--- config.mk ---
export PLATFORM = sky130hd
export DESIGN_NAME = mem_write_engine
export DESIGN_NICKNAME = d
export VERILOG_FILES = /design/src/mem_if_pkg.sv /design/src/mem_write_engine.sv
export VERILOG_INCLUDE_DIRS = /design/src
export SDC_FILE = /design/constraint.sdc
export NUM_CORES = 1
export LEC_CHECK = 0
export BUFFER_PORTS_ARGS = -buffer_cell sky130_fd_sc_hd__buf_2
export CAP_MARGIN = 5
export CORE_MARGIN = 2
export CORE_UTILIZATION = 25
export CTS_CLUSTER_SIZE = 25
export DETAILED_ROUTE_END_ITERATION = 16
export HOLD_SLACK_MARGIN = 0.08
export PLACE_DENSITY_LB_ADDON = 0.25
export RECOVER_POWER = 100
export SLEW_MARGIN = 20
export SYNTH_ARGS = -nofsm -noshare
export SYNTH_HDL_FRONTEND = slang
export SYNTH_SLANG_ARGS = --single-unit
export TNS_END_PERCENT = 100
--- constraint.sdc ---
create_clock -name c0_ui_clk -period 2.38 [get_ports c0_ui_clk]
set_input_delay 0.357 -clock c0_ui_clk [delete_from_list [all_inputs] [get_ports c0_ui_clk]]
set_output_delay 0.357 -clock c0_ui_clk [all_outputs]
set_load 0.02 [all_outputs]
--- src/mem_if_settings.svh ---
`ifndef MEM_IF_SETTINGS_SVH
`define MEM_IF_SETTINGS_SVH

//////////////////////////////
// data path geometry
//////////////////////////////

// bytes per data word
`define MEM_DATA_BYTES 8

// words held in on-chip storage
`define MEM_DEPTH_WORDS 256

//////////////////////////////
// command word fields
//////////////////////////////

// byte address width
`define MEM_ADDR_BITS 32

// bytes to transfer
`define MEM_BTT_BITS 23

// command tag, echoed in status
`define MEM_TAG_BITS 4

`endif

--- src/mem_if_pkg.sv ---
`include "mem_if_settings.svh"

package mem_if_pkg;

    // byte lanes per word, log2
    localparam int BYTE_SEL_BITS = $clog2(`MEM_DATA_BYTES);

    typedef logic [`MEM_DATA_BYTES*8-1:0] word_t;
    typedef logic [`MEM_DATA_BYTES-1:0] keep_t;
    typedef logic [$clog2(`MEM_DEPTH_WORDS)-1:0] word_idx_t;
    // ceil(btt / 8) needs one bit more than btt >> 3
    typedef logic [`MEM_BTT_BITS-BYTE_SEL_BITS:0] word_cnt_t;

    //////////////////////////////
    // stream payloads
    //////////////////////////////

    // read and write commands share this 72-bit layout
    typedef struct packed {
        logic [3:0]               rsvd;
        logic [`MEM_TAG_BITS-1:0] tag;
        logic [`MEM_ADDR_BITS-1:0] addr;
        logic [8:0]               ctrl;
        logic [`MEM_BTT_BITS-1:0] btt;
    } dm_cmd_t;

    typedef struct packed {
        logic                     ok;
        logic                     slv_err;
        logic                     dec_err;
        logic                     spare;
        logic [`MEM_TAG_BITS-1:0] tag;
    } dm_sts_t;

    typedef struct packed {
        word_t data;
        keep_t keep;
        logic  last;
    } axis_beat_t;

    // write engine to store
    typedef struct packed {
        logic      en;
        word_idx_t index;
        word_t     data;
        keep_t     be;
    } wr_port_t;

    // command after decode, held by each engine for the transfer
    typedef struct packed {
        logic [`MEM_TAG_BITS-1:0] tag;
        word_idx_t                start;
        word_cnt_t                count;
        keep_t                    last_keep;
        logic                     slv_err;
        logic                     dec_err;
    } cmd_info_t;

    function automatic cmd_info_t decode_cmd(dm_cmd_t cmd);
        cmd_info_t                 info;
        logic [BYTE_SEL_BITS-1:0]  rem;
        logic [`MEM_ADDR_BITS:0]   end_word;
        rem            = cmd.btt[BYTE_SEL_BITS-1:0];
        info.tag       = cmd.tag;
        info.start     = word_idx_t'(cmd.addr >> BYTE_SEL_BITS);
        info.count     = word_cnt_t'(cmd.btt >> BYTE_SEL_BITS) + word_cnt_t'(|rem);
        info.last_keep = (rem == '0) ? '1 : keep_t'((32'd1 << rem) - 32'd1);
        // one past the last word touched
        end_word       = (`MEM_ADDR_BITS+1)'(cmd.addr >> BYTE_SEL_BITS)
                       + (`MEM_ADDR_BITS+1)'(info.count);
        info.dec_err   = (cmd.btt == '0);
        info.slv_err   = !info.dec_err && (end_word > (`MEM_ADDR_BITS+1)'(`MEM_DEPTH_WORDS));
        return info;
    endfunction

    function automatic dm_sts_t make_status(cmd_info_t info);
        dm_sts_t sts;
        sts.ok      = !(info.slv_err || info.dec_err);
        sts.slv_err = info.slv_err;
        sts.dec_err = info.dec_err;
        sts.spare   = 1'b0;
        sts.tag     = info.tag;
        return sts;
    endfunction

endpackage

--- src/mem_write_engine.sv ---
`timescale 1ns/1ps
`include "mem_if_settings.svh"

module mem_write_engine
    import mem_if_pkg::*;
(
    input  logic       c0_ui_clk,
    input  logic       arst_n,

    input  dm_cmd_t    write_cmd,
    input  logic       write_cmd_valid,
    output logic       write_cmd_ready,

    input  axis_beat_t write_data,
    input  logic       write_data_valid,
    output logic       write_data_ready,

    output dm_sts_t    write_sts,
    output logic       write_sts_valid,
    input  logic       write_sts_ready,

    output wr_port_t   wr_port
);

    cmd_info_t cmd_dec;
    cmd_info_t info;
    word_idx_t wr_index;
    word_cnt_t words_left;
    logic      data_phase;
    logic      cmd_fire;
    logic      beat_fire;

    assign cmd_dec = decode_cmd(write_cmd);

    // new command only when idle and the last status has gone
    assign write_cmd_ready  = !data_phase && !write_sts_valid;
    assign write_data_ready = data_phase;
    assign cmd_fire         = write_cmd_valid && write_cmd_ready;
    assign beat_fire        = write_data_valid && data_phase;
    assign write_sts        = make_status(info);

    //////////////////////////////
    // control
    //////////////////////////////

    always_ff @(posedge c0_ui_clk or negedge arst_n) begin
        if (!arst_n) begin
            data_phase      <= 1'b0;
            write_sts_valid <= 1'b0;
            words_left      <= '0;
        end else begin
            if (cmd_fire) begin
                if (cmd_dec.dec_err) begin
                    // nothing to move, report straight away
                    write_sts_valid <= 1'b1;
                end else begin
                    data_phase <= 1'b1;
                    words_left <= cmd_dec.count;
                end
            end
            if (beat_fire) begin
                words_left <= words_left - 1'b1;
                if (words_left == 1) begin
                    data_phase      <= 1'b0;
                    write_sts_valid <= 1'b1;
                end
            end
            if (write_sts_valid && write_sts_ready) begin
                write_sts_valid <= 1'b0;
            end
        end
    end

    // latched command and running word index
    always_ff @(posedge c0_ui_clk) begin
        if (cmd_fire) begin
            info     <= cmd_dec;
            wr_index <= cmd_dec.start;
        end else if (beat_fire) begin
            wr_index <= wr_index + 1'b1;
        end
    end

    //////////////////////////////
    // store port
    //////////////////////////////

    // beats of an out-of-range command are dropped
    always_comb begin
        wr_port.en    = beat_fire && !info.slv_err;
        wr_port.index = wr_index;
        wr_port.data  = write_data.data;
        wr_port.be    = write_data.keep;
    end

    // source framing must agree with the word count from the command
    a_last_matches_count: assert property (
        @(posedge c0_ui_clk) disable iff (!arst_n)
        beat_fire |-> (write_data.last == (words_left == 1))
    );

endmodule

Word level (Yosys, flattened, before mapping):

Cells that the tools add are included.

* bits of input ports: 150
* RAM bits: 0
* bits in read-only memories: 0
* memories: 0
* register bits after elaboration: 37
* latch bits: 0

* reduce and logical (&&, ||, !) cells: 16
* add/sub/neg operators: 4
* muxes and demuxes: 14
* equality and inequality tests: 2
* div/mod/pow operators: 0
* bitwise operators: 0
* order comparisons: 1
* multipliers: 0
* shift operators: 0

Operators with widths (number)
* $mux 21: 3
* $add 29x21->30: 1
* $gt 30x9->1 const B: 1
* $logic_not 23->1: 1
* $add 20x1->21: 1
* $eq 21x1->1 const B: 1
* $sub 21x1->21 const B: 1
* $mux 8: 2
* $mux 1: 9
* $add 8x1->8 const B: 1
* $logic_and 1x1->1: 6
* $logic_not 1->1: 5
* $reduce_or 3->1: 1
* $ne 2x1->1 const B: 1
* $reduce_and 2->1: 1
* $reduce_bool 2->1: 1
* $logic_or 1x1->1: 1

Logic depth before layout (Yosys ltp):

* word-level depth: 7
* depth in mapped cells: 18

Worst setup path after synthesis:

OpenSTA, ideal clock, no wires.

* kind: input-to-reg
* from: in write_cmd[2] (netlist name)
* to: reg info (netlist bit write_sts[6]), data pin
* data arrival time: 3448 ps
* buffers on the path: 0
* stages: 15
* library setup time: 268 ps
* setup slack: -1336 ps
* cell sequence: or3_1 -> ha_1 -> ha_1 -> nand3_1 -> xnor2_1 -> ha_1 -> a21o_1 -> a21oi_2 -> a211oi_2 -> o211a_1 -> or3_1 -> a2111oi_2 -> nand4_1 -> nor3_1 -> a31oi_1

RTL lines
* start: declaration: line mem_write_engine.sv:10 `input dm_cmd_t write_cmd,`
* end signal: assignment: line mem_write_engine.sv:77 `info <= cmd_dec;`
* end: declaration: line mem_write_engine.sv:26 `cmd_info_t info;`

==> summary.md <==
| Metric | Value |
|---|---|
| Num CTS Buffers | `5` |
| Maximum vdd ir drop | `0.2687 mV` |
| Final hold vios | `0` |
| Vias in the first global route | `approximately 4400` |
| Fin nets | `851` |
| Layout area overhead | `37.61%` |
| Post-DR vias/cell | `approximately 5` |
| Register bit total from synthesis | `37` |
| Post-route ant nets | `0` |
| Most common cell after layout, fill and taps aside | `buf_4` |
| Failing checks | `setup timing` |
| Post-Route WL | `between 10 and 15 mm` |
| Syn Inst Count | `around 540` |
| Largest net degree at the start of global routing | `24` |
| Slew margin rel. | `about an eighth` |
| Routed WL per cell | `about 16 um` |
| Core box area | `between 15000 and 20000 sq um` |
| CTS clk-pin slew, worst paths | `60 ps` |
| Number of flops mapped to enable cells by yosys | `14` |
| Leak Pwr | `approximately 2.5 nW` |
| Std cell rows | `47` |
| Sequential cell area fraction in the yosys report | `23.37%` |
| Die span in y | `134.6 um` |
| Worst path arrival time | `3460 ps` |
| # DRC | `0` |
| Critical path, cell by cell | `buf_6, or3_4, ha_4, nand3_1, nor2_2, and2_1, xor2_2, ha_1, a211oi_2, o21bai_1, nor4_1, a221oi_1, a32oi_1, nand4_1, nor3_1, a31oi_1` |
| First-pass GRT wire length | `approximately 23 mm` |
| Ys Warns | `0` |
| Final period utilization | `144.0%` |
| Initial antenna violation count | `0` |
| Placer Congestion | `between 0.8 and 0.9` |
| Buffers & Inverters on Critical Path | `1` |
| Worst-path fanout max | `6` |
| Worst path max stage delay | `400 ps` |
| Worst hold path type | `primary input to flop` |
| Overall power | `between 0.003 and 0.004 W` |
| Slew @ Worst Pin | `about 1300 ps` |
| Final setup violation count | `1` |
| CTS Sinks | `37` |
| Maxcap violations | `0` |
| Die ar. | `roughly 18000 sq um` |
| CP Launch Type | `primary input` |
| Initial detailed-routing violation count | `a little under 200` |
| Ys async rst share | `approximately 62%` |
| Run status | `complete, but fails checks` |
| DIE WIDTH | `between 100 and 150 um` |
| Initial Util | `between 20% and 30%` |
| Unrepaired setup endpoints after global routing | `yes` |
| I/O pins | `~240` |
| Hold WS | `approximately 240 ps` |
| Final Critical Period | `~3400 ps` |
| Max Clock Freq | `between 200 and 300 MHz` |
| Pwr/cell area | `513.8 nW/um^2` |
| GR Util All Layers | `between 10% and 20%` |
| Worst-skew pair later-pin latency | `~290 ps` |
| Synth cell types | `between 60 and 70` |
| Post-synth top flop | `dfrtp_1` |
| Total grt overflow | `0` |
| Syn avg cell area | `7.906 sq um` |
| Setup TNS Final | `-1046 ps` |
| Layout cell share with drive strength beyond 1 | `between 30% and 40%` |
| Synthesized cell area | `4262 sq um` |
| Hpwl dp | `11.91 mm` |
| Critical path's slowest cell | `or3_4` |
| Final Core Density | `about a third` |
| Critical path class | `primary input to flop` |
| Clock root buffer | `clkbuf_16` |
| Clock tree buffer depth | `2` |
| Final worst setup slack | `-1046 ps` |
| TritonCTS clock tree | `done` |
| Worst Skew | `between 8 and 9 ps` |
| Most frequent cells in the layout | `124 x buf_4, 57 x buf_2, 41 x nand2_1` |
| First drt pass iteration count | `4` |
| H-tree depth reported by CTS | `2` |
| Critical Path RT | `between 2000 and 2500 ps` |
| Slew Viols, Final | `0` |
| PortBufs | `79` |
| Worst Setup End Kind | `flop` |
| Crit-path leading delay family | `simple AND/OR/NAND/NOR gates` |
| Mapped Nets | `between 700 and 800` |
| Vias | `around 4500` |
| Diode count | `0` |
[registers in the layout, summed over array words and instances, names as in the netlist]
register,count
words_left,21
write_sts_valid,1
write_sts,6
wr_index,8
write_data_ready,1
[final timing paths]
path                                           start                          to  slack (ps)  depth (start not counted)
setup reg to reg           words_left[4]$_DFFE_PN0P_  words_left[18]$_DFFE_PN0P_          80                          9
setup / recovery                        write_cmd[2]      write_sts[6]$_DFFE_PP_       -1050                         16
hold reg to reg            words_left[5]$_DFFE_PN0P_   words_left[5]$_DFFE_PN0P_         490                          1
hold / removal                       write_sts_ready   write_sts_valid$_DFF_PN0_         240                          2
min in group asynchronous                     arst_n  write_data_ready$_DFF_PN0_         890                          2
max in group asynchronous                     arst_n   words_left[6]$_DFFE_PN0P_         720                          2
[per-stage QoR]
stage / std cells / worst slack, ps / cell area [sq um]
2_1_floorplan: 539 / -1152 / 4304
3_3_place_gp: 874 / -1619 / 5286
3_5_place_dp: 874 / -1641 / 5286
4_1_cts: 890 / -1118 / 5655
5_1_grt: 893 / -1190 / 5864
6_report: 893 / -1046 / 5864
[cell type report]
cell class                 instances  area [sq um]
tap                              220         275.3
multi-input combinational        403          3047
timing repair buffer             210          1341
fill                            1758         10780
clock inverter                     1         6.256
clock buffer                       7         142.6
inverter                          15         56.30
sequential                        37         996.0
[cell usage after synthesis, drive strengths merged (2+ instances only)]
cell	count	area [sq um]
o311a	2	20.02
ha	28	350.3
a31oi	7	43.79
o2111ai	3	26.28
nand2b	2	15.02
dfrtp	23	575.6
a21boi	2	15.01
xor2	15	131.4
o21ai	42	210.2
nand4b	4	35.03
nor3	14	75.07
nand3	34	170.2
nor2	32	120.1
o221ai	2	17.52
o22ai	4	25.02
a21oi	37	192.7
o21a	6	45.04
o211ai	6	45.04
nor4	11	68.82
nand2	42	157.7
inv	15	56.30
a21o	5	37.54
edfxtp	14	420.4
and2	6	40.04
o21bai	4	30.03
a221oi	2	17.52
a211oi	5	42.54
buf	74	551.8
a311oi	2	17.52
nor3b	3	22.52
and3	14	87.58
or3	8	50.05
xnor2	18	157.7
o41ai	3	26.28
nor2b	6	40.04
nand4	10	62.56
clkbuf	10	37.54
[power by group]
group	switching, W	total, W	internal [W]
clock	0.000278	0.000696	0.000418
combinational	0.000674	0.00132	0.000645
sequential	0.000160	0.000998	0.000837
total	0.00111	0.00301	0.00190
[metal layers]
layer	up-vias	track usage, %	share of wire, %
met2	135	26.45	45
li1	2183	-	-
met1	2117	20.48	45
met4	0	6.199	3.1
met3	54	2.628	6.4
met5	-	0	0
[what timing repair did]
item,CTS,global route
endpoints found under the hold margin,20,0
gates resized for setup,30,39
gates cloned,0,0
setup buffers,7,3
setup endpoints to repair,1,6
pin swaps,17,18
hold buffers,1,0
[worst reg2reg max path, cell delays in order, from the launching register on]
cell      delay [ps]
dfrtp_1          410
or3_1            390
or3_1            370
nor2b_2          140
and2_4           170
nand2b_1         170
nor3b_4          240
o21a_1           130
o22ai_1           70
a31oi_1          140
[logic make-up after synthesis]
logic type,Yosys count,share of synthesized area [%]
xor gates and xnor gates,33,6.782
other,1,0.08800
buffers and inverters,99,15.15
DFF,37,23.37
and+or+nand+nor,194,23.81
adders and majority gates,29,8.691
AOI/OAI and AO/OA,146,22.11
Note: power is estimated with default switching activity, not from simulation.
