File: src/mem_if_settings.svh
`ifndef MEM_IF_SETTINGS_SVH
`define MEM_IF_SETTINGS_SVH

//////////////////////////////
// data path geometry
//////////////////////////////

// bytes per data word
`define MEM_DATA_BYTES 8

// words held in on-chip storage
`define MEM_DEPTH_WORDS 256

//////////////////////////////
// command word fields
//////////////////////////////

// byte address width
`define MEM_ADDR_BITS 32

// bytes to transfer
`define MEM_BTT_BITS 23

// command tag, echoed in status
`define MEM_TAG_BITS 4

`endif

File: src/mem_if_pkg.sv
`include "mem_if_settings.svh"

package mem_if_pkg;

    // byte lanes per word, log2
    localparam int BYTE_SEL_BITS = $clog2(`MEM_DATA_BYTES);

    typedef logic [`MEM_DATA_BYTES*8-1:0] word_t;
    typedef logic [`MEM_DATA_BYTES-1:0] keep_t;
    typedef logic [$clog2(`MEM_DEPTH_WORDS)-1:0] word_idx_t;
    // ceil(btt / 8) needs one bit more than btt >> 3
    typedef logic [`MEM_BTT_BITS-BYTE_SEL_BITS:0] word_cnt_t;

    //////////////////////////////
    // stream payloads
    //////////////////////////////

    // read and write commands share this 72-bit layout
    typedef struct packed {
        logic [3:0]               rsvd;
        logic [`MEM_TAG_BITS-1:0] tag;
        logic [`MEM_ADDR_BITS-1:0] addr;
        logic [8:0]               ctrl;
        logic [`MEM_BTT_BITS-1:0] btt;
    } dm_cmd_t;

    typedef struct packed {
        logic                     ok;
        logic                     slv_err;
        logic                     dec_err;
        logic                     spare;
        logic [`MEM_TAG_BITS-1:0] tag;
    } dm_sts_t;

    typedef struct packed {
        word_t data;
        keep_t keep;
        logic  last;
    } axis_beat_t;

    // write engine to store
    typedef struct packed {
        logic      en;
        word_idx_t index;
        word_t     data;
        keep_t     be;
    } wr_port_t;

    // command after decode, held by each engine for the transfer
    typedef struct packed {
        logic [`MEM_TAG_BITS-1:0] tag;
        word_idx_t                start;
        word_cnt_t                count;
        keep_t                    last_keep;
        logic                     slv_err;
        logic                     dec_err;
    } cmd_info_t;

    function automatic cmd_info_t decode_cmd(dm_cmd_t cmd);
        cmd_info_t                 info;
        logic [BYTE_SEL_BITS-1:0]  rem;
        logic [`MEM_ADDR_BITS:0]   end_word;
        rem            = cmd.btt[BYTE_SEL_BITS-1:0];
        info.tag       = cmd.tag;
        info.start     = word_idx_t'(cmd.addr >> BYTE_SEL_BITS);
        info.count     = word_cnt_t'(cmd.btt >> BYTE_SEL_BITS) + word_cnt_t'(|rem);
        info.last_keep = (rem == '0) ? '1 : keep_t'((32'd1 << rem) - 32'd1);
        // one past the last word touched
        end_word       = (`MEM_ADDR_BITS+1)'(cmd.addr >> BYTE_SEL_BITS)
                       + (`MEM_ADDR_BITS+1)'(info.count);
        info.dec_err   = (cmd.btt == '0);
        info.slv_err   = !info.dec_err && (end_word > (`MEM_ADDR_BITS+1)'(`MEM_DEPTH_WORDS));
        return info;
    endfunction

    function automatic dm_sts_t make_status(cmd_info_t info);
        dm_sts_t sts;
        sts.ok      = !(info.slv_err || info.dec_err);
        sts.slv_err = info.slv_err;
        sts.dec_err = info.dec_err;
        sts.spare   = 1'b0;
        sts.tag     = info.tag;
        return sts;
    endfunction

endpackage

File: src/mem_read_engine.sv
`timescale 1ns/1ps

module mem_read_engine
    import mem_if_pkg::*;
(
    input  logic       c0_ui_clk,
    input  logic       arst_n,

    input  dm_cmd_t    read_cmd,
    input  logic       read_cmd_valid,
    output logic       read_cmd_ready,

    output axis_beat_t read_data,
    output logic       read_data_valid,
    input  logic       read_data_ready,

    output dm_sts_t    read_sts,
    output logic       read_sts_valid,
    input  logic       read_sts_ready,

    output logic       rd_en,
    output word_idx_t  rd_index,
    input  word_t      rd_data
);

    cmd_info_t  cmd_dec;
    cmd_info_t  info;
    logic       active;
    word_cnt_t  issue_left;
    word_idx_t  issue_idx;
    logic       issue;
    logic       issue_last;
    logic       cmd_fire;

    // read in flight, keep and last travel with it
    logic       inflight;
    keep_t      inflight_keep;
    logic       inflight_last;

    // two-entry output queue
    axis_beat_t q [2];
    logic       q_head;
    logic       q_tail;
    logic [1:0] q_count;
    logic [1:0] q_used;
    logic       push;
    logic       pop;

    assign cmd_dec        = decode_cmd(read_cmd);
    assign read_cmd_ready = !active && !read_sts_valid;
    assign cmd_fire       = read_cmd_valid && read_cmd_ready;
    assign read_sts       = make_status(info);

    //////////////////////////////
    // read issue
    //////////////////////////////

    // queue slots taken, the read in flight included
    assign q_used     = q_count + 2'(inflight);
    assign pop        = read_data_valid && read_data_ready;
    assign push       = inflight;
    assign issue      = active && (issue_left != '0) && read_data_ready
                        && ((q_used < 2'd2) || pop);
    assign issue_last = (issue_left == 1);

    // out-of-range commands still count words but skip the array
    assign rd_en    = issue && !info.slv_err;
    assign rd_index = issue_idx;

    assign read_data       = q[q_head];
    assign read_data_valid = (q_count != 2'd0);

    always_ff @(posedge c0_ui_clk or negedge arst_n) begin
        if (!arst_n) begin
            active         <= 1'b0;
            read_sts_valid <= 1'b0;
            issue_left     <= '0;
            inflight       <= 1'b0;
            q_head         <= 1'b0;
            q_tail         <= 1'b0;
            q_count        <= 2'd0;
        end else begin
            if (cmd_fire) begin
                if (cmd_dec.dec_err) begin
                    read_sts_valid <= 1'b1;
                end else begin
                    active     <= 1'b1;
                    issue_left <= cmd_dec.count;
                end
            end
            if (issue) begin
                issue_left <= issue_left - 1'b1;
            end
            inflight <= issue;
            if (push) begin
                q_tail <= !q_tail;
            end
            if (pop) begin
                q_head <= !q_head;
                if (read_data.last) begin
                    active         <= 1'b0;
                    read_sts_valid <= 1'b1;
                end
            end
            q_count <= q_count + 2'(push) - 2'(pop);
            if (read_sts_valid && read_sts_ready) begin
                read_sts_valid <= 1'b0;
            end
        end
    end

    //////////////////////////////
    // payload
    //////////////////////////////

    always_ff @(posedge c0_ui_clk) begin
        if (cmd_fire) begin
            info      <= cmd_dec;
            issue_idx <= cmd_dec.start;
        end else if (issue) begin
            issue_idx <= issue_idx + 1'b1;
        end
        inflight_keep <= issue_last ? info.last_keep : '1;
        inflight_last <= issue_last;
        if (push) begin
            q[q_tail] <= '{data: info.slv_err ? '0 : rd_data,
                           keep: inflight_keep,
                           last: inflight_last};
        end
    end

    // head beat held while the sink stalls
    a_stall_stable: assert property (
        @(posedge c0_ui_clk) disable iff (!arst_n)
        (read_data_valid && !read_data_ready) |=> (read_data_valid && $stable(read_data))
    );

endmodule

File: config.mk
export PLATFORM = sky130hd
export DESIGN_NAME = mem_read_engine
export DESIGN_NICKNAME = d
export VERILOG_FILES = /design/src/mem_if_pkg.sv /design/src/mem_read_engine.sv
export VERILOG_INCLUDE_DIRS = /design/src
export SDC_FILE = /design/constraint.sdc
export NUM_CORES = 1
export LEC_CHECK = 0
export ABC_AREA = 1
export BUFFER_PORTS_ARGS = -buffer_cell sky130_fd_sc_hd__buf_2
export CORE_ASPECT_RATIO = 1.4
export CORE_MARGIN = 3
export CORE_UTILIZATION = 56
export DETAILED_ROUTE_END_ITERATION = 7
export PLACE_DENSITY = 0.86
export SLEW_MARGIN = 20
export SYNTH_ARGS = -nofsm -noshare
export SYNTH_HDL_FRONTEND = slang
export SYNTH_SLANG_ARGS = --single-unit
File: constraint.sdc
create_clock -name c0_ui_clk -period 4.45 [get_ports c0_ui_clk]
set_input_delay 0.445 -clock c0_ui_clk [delete_from_list [all_inputs] [get_ports c0_ui_clk]]
set_output_delay 0.445 -clock c0_ui_clk [all_outputs]
set_load 0.01 [all_outputs]
Word-level counts from Yosys, hierarchy flattened
Memory sizes are Yosys's and may differ from the RTL's. Cells that the tools add are included.

Flip-flop bits (word level): 59. Output and inout bits: 93. Memories kept: 1. Input bits: 141. Bits in latches: 0. Bits in writable memories: 146. Memory bits (read-only): 0.

Multipliers: 0. Bitwise gates (word level): 0. Div/mod/pow operators: 0. Mux-type cells: 17. $add $sub $neg: 7. Reductions and logical operators: 25. Order comparisons: 2. Shifts and indexed selects: 1. Eq/ne operators: 2.

Memories: q (words 2, bits a word 73, read ports 1, clocked after Yosys merged registers in 0, write ports 1, RTL line mem_read_engine.sv:41) `axis_beat_t q [2];`.

Operators with widths (number): $mux W64 (1); $mux W21 (3); $add A29 B21 Y30 (1); $gt A30 B9 Y1 const B (1); $logic_not A23 Y1 (1); $add A20 B1 Y21 (1); $eq A21 B1 Y1 const B (1); $reduce_bool A21 Y1 (1); $sub A21 B1 Y21 const B (1); $mux W8 (2); $mux W1 (11); $logic_and A1 B1 Y1 (9); $add A8 B1 Y8 const B (1); $shl A1 B3 Y8 const A (1); $sub A8 B1 Y8 const B (1); $logic_not A1 Y1 (7); $reduce_bool A2 Y1 (2); $logic_not A3 Y1 (1); $reduce_or A3 Y1 (1); $add A2 B1 Y2 (1); $logic_or A1 B1 Y1 (2); $lt A2 B2 Y1 const B (1); $ne A2 B1 Y1 const B (1); $reduce_and A2 Y1 (1); $sub A2 B1 Y2 (1).

Depth between registers and ports, before layout
Word-level depth: 7. Depth in mapped cells: 31. Mapped depth without buffers: 31.

Worst setup path after synthesis
Ideal clock, no wire load.

Path type: reg2reg. Start point: reg inflight. End point: mem q[0][0] (netlist name) (enable). Buffers on the path: 0. Cell stages (with the launch flop): 3. Period minus slack after synthesis: 4003 ps. Setup time: 506 ps. Path slack: 447 ps. Required time: 3944 ps. Arrival: 3497 ps. Cells stage by stage: dfrtp_1 > inv_1 > nor2_1.

Longest elaborated chain between the ends: 2.

RTL lines: start, declared (RTL line mem_read_engine.sv:36) `logic inflight;`; start signal, assigned (RTL line mem_read_engine.sv:94) `inflight <= issue;`; $mux W1 (RTL line mem_read_engine.sv:125) `if (push) begin`; $mux W1 (RTL line mem_read_engine.sv:126) `q[q_tail] <= '{data: info.slv_err ? '0 : rd_data,`; end, declared (RTL line mem_read_engine.sv:41).

No other way between the ends.

==> summary.md <==
| Metric | Value |
|---|---|
| Outcome | `finished, violations left` |
| Failing checks | `negative hold slack` |
| Mux contribution to synthesized area | `0.0885%` |
| Adder-Cell Fraction of Synth Area | `3.61%` |
| CTS tree | `yes` |
| Flops & latches, synth | `205` |
| Hold_ws | `-0.00334 ns` |
| Synth Area in Compound Gates | `4.70%` |
| Total Routing Usage GR | `25.2%` |
| Max_cap viols | `0` |
| Leakage Power | `6.57 nW` |
| Ratio of cells with drive above 1 in the final layout | `18.3%` |
| ANT nets after route | `0` |
| Placed insts | `1,823` |
| Top Ports | `234` |
| Vias in the first global route | `9,638` |
| CTS Hold Bufs | `0` |
| Total negative slack | `0 ns` |
| Initial DRC count | `831` |
| Design area | `0.0133 mm2` |
| Initial antenna violation count | `0` |
| Setup crit end kind | `flip-flop` |
| Period utilization | `87.0%` |
| Clk slew on worst S/H paths | `0.07 ns` |
| Post-DP Area | `0.0126 mm2` |
| Max clock buf depth | `3` |
| Post-CTS setup buffer count | `0` |
| Post-synth EDFFs | `168` |
| HPWL after DPL | `21,200 um` |
| GPL Wtd Cong | `0.928` |
| Max Slew Vio Count | `0` |
| Die height | `174 um` |
| Commonest cells after routing, fill and taps aside | `nand2_1 (486), inv_1 (226), buf_2 (216)` |
| Worst r2r src | `issue_left[0]` |
| Pwr/cell area | `520 mW/mm2` |
| Yosys Warn Count | `0` |
| Crit start category | `input pin` |
| Count of input and output buffers | `216` |
| CP Max Fanout | `7` |
| Ys async rst share | `13.7%` |
| TritonCTS Sinks | `205` |
| Gate Count Post-Synth | `1,383` |
| Vias/cell | `5.23` |
| Width of the die | `126 um` |
| Cts bufs inserted | `19` |
| Crit path time final | `3.87 ns` |
| CTS H-tree depth | `1` |
| DRC errors left | `0` |
| WL per Instance | `15.5 um` |
| Synth Flop Type | `edfxtp_1` |
| Setup WS pre-CTS | `0.131 ns` |
| Worst-skew pair later-pin latency | `0.49 ns` |
| Final wirelength | `28,700 um` |
| Root buf cell | `clkbuf_16` |
| Fin cells | `1,855` |
| WP data required | `4.67 ns` |
| Number of distinct library cells after synthesis | `51` |
| Largest net degree at the start of global routing | `74` |
| Core Box Area | `0.0195 mm2` |
| Largest family of logic cells by synthesized area | `simple AND/OR/NAND/NOR gates` |
| ANT cells | `0` |
| Net count, final | `1,769` |
| Worst Setup SP | `read_cmd[2]` |
| Global route overflow | `0` |
| Simple-Gate Fraction of Synth Area | `27.9%` |
| Synthesized Nets | `1,556` |
| Site Rows | `60` |
| Syn_area_per_cell | `8.18 um2` |
| Worst Clk Skew | `0.0266 ns` |
| Routed vias | `9,709` |
| CP Class | `input pin to flip-flop` |
| Number of fill cells | `1,541` |
| Worst hold path class | `input pin to asynchronous set/reset pin` |
| Worst VDD drop | `0.336 mV` |
| Final WS setup | `0.579 ns` |
| Fmax | `258 MHz` |
| Drt pass-1 iters | `5` |
| First-pass GRT wire length | `45,300 um` |
| Slew headroom | `29.5%` |
| Setup violators final | `0` |
| Worst EP arrival | `4.09 ns` |
| Cts repair resizes | `0` |
| RSZ-0062 raised after global routing | `no` |
| Die ar. | `0.0220 mm2` |
| Most common cell after layout, fill and taps aside | `nand2_1` |
| Netlist Area Pre-Place | `0.0113 mm2` |
| Initial Util | `57.9%` |
| Final hold vios | `7` |
| Post-synthesis xor/xnor area fraction | `1.86%` |
| Actual slew at the worst max-slew pin | `1.06 ns` |
| Sequential area share after synthesis | `52.4%` |
| Area delta synth->final | `17.2%` |
==> routing by layer <==
metal	track usage, %	vias to the layer above	routed length [um]
met2	48.9	368	15500
met3	3.44	61	1900
met5	0	-	0
met4	7.74	0	794
met1	28.2	4470	10600
li1	-	4810	-
==> area by class of cell <==
| cell class | count | area [um2] | share of cell area, % |
|---|---|---|---|
| Multi-Input combinational cell | 906 | 4330 | 32.7 |
| Sequential cell | 205 | 5930 | 44.7 |
| Timing Repair Buffer | 227 | 1160 | 8.78 |
| Clock inverter | 6 | 41.3 | 0.311 |
| Inverter | 237 | 890 | 6.71 |
| Clock buffer | 26 | 597 | 4.50 |
| Tap cell | 248 | 310 | 2.34 |
==> critical path: stages <==
cell	delay, ns
buf_2	0.09
inv_1	0.10
nand2_1	0.14
ha_1	0.19
ha_1	0.17
nand2_1	0.08
inv_2	0.08
nand4_2	0.10
or2_4	0.26
nor2_4	0.15
a21oi_1	0.09
nor2_1	0.23
ha_1	0.32
nand2_1	0.18
inv_1	0.06
a21oi_1	0.34
o21ai_0	0.18
a21oi_1	0.19
nand2_1	0.07
nand2_1	0.05
nand2_1	0.05
nor2_1	0.08
nand3_1	0.10
nor2_1	0.28
nor2_1	0.06
==> cells by family (layout without fill, tap and decap cells) <==
group | after synthesis | in the layout
simple gates | 758 | 758
buf+inv | 272 | 496
fa+ha+maj | 32 | 32
other cells | 2 | 2
flops | 205 | 205
mux | 1 | 1
xor+xnor | 24 | 24
compound gates | 89 | 89
==> power by group <==
group / total (mW) / switching [mW] / internal (mW) / leakage [nW]
sequential: 2.77 / 0.200 / 2.57 / 1.94
clock: 1.64 / 0.689 / 0.948 / 0.316
combinational: 2.49 / 1.67 / 0.825 / 4.31
==> flip-flops by register name, summed over array words and instances, names as in the netlist, 2 cells and up <==
register / cells
read_sts: 6
q: 146
rd_index: 8
issue_left: 21
q_count: 2
inflight_keep: 8
info: 8
==> synth_stat cells, types with 2 or more instances <==
library cell / number / area (um2)
a21oi_1: 29 / 145
a31oi_1: 3 / 18.8
buf_1: 3 / 11.3
buf_2: 2 / 10.0
buf_4: 8 / 60.1
clkbuf_1: 21 / 78.8
conb_1: 2 / 7.51
dfrtp_1: 28 / 701
dfxtp_1: 9 / 180
edfxtp_1: 168 / 5040
ha_1: 31 / 388
inv_1: 228 / 856
inv_2: 9 / 33.8
nand2_1: 486 / 1820
nand2_2: 7 / 43.8
nand3_1: 64 / 320
nand3_2: 2 / 20.0
nand3b_1: 4 / 30.0
nand4_1: 14 / 87.6
nor2_1: 148 / 556
nor2_2: 4 / 25.0
nor2_4: 4 / 45.0
nor3_1: 10 / 50.1
nor4_1: 5 / 31.3
o211ai_1: 5 / 37.5
o21a_1: 2 / 15.0
o21ai_0: 27 / 135
o21bai_1: 4 / 30.0
o221ai_1: 6 / 52.6
o22ai_1: 4 / 25.0
o31ai_1: 2 / 15.0
or2_1: 3 / 18.8
xnor2_1: 7 / 61.3
xor2_1: 17 / 149
==> final timing paths <==
| kind | slack, ns | cells past startpoint | to |
|---|---|---|---|
| min reg2reg | 0.43 | 0 | q[0][6] |
| max in group asynchronous | 3.96 | 1 | q_head |
| max reg2reg | 1.73 | 13 | issue_left[13] |
| max | 0.58 | 25 | read_sts[6] |
| min | -0.003 | 1 | issue_left[20] |
| min in group c0_ui_clk | 0.13 | 1 | read_sts[3] |
==> stage by stage <==
stage / util (%) / power (mW) / hold WS [ns]
after floorplan: - / 4.39 / 0.149
after global placement: 64.7 / 5.18 / 0.404
after detailed placement: 64.7 / 5.28 / 0.412
after CTS: 67.9 / 6.93 / 0.0000339
after global routing: 67.9 / 7.32 / 0.0333
final: 67.9 / 6.90 / -0.00334
Note: power is estimated with default switching activity, not from simulation.
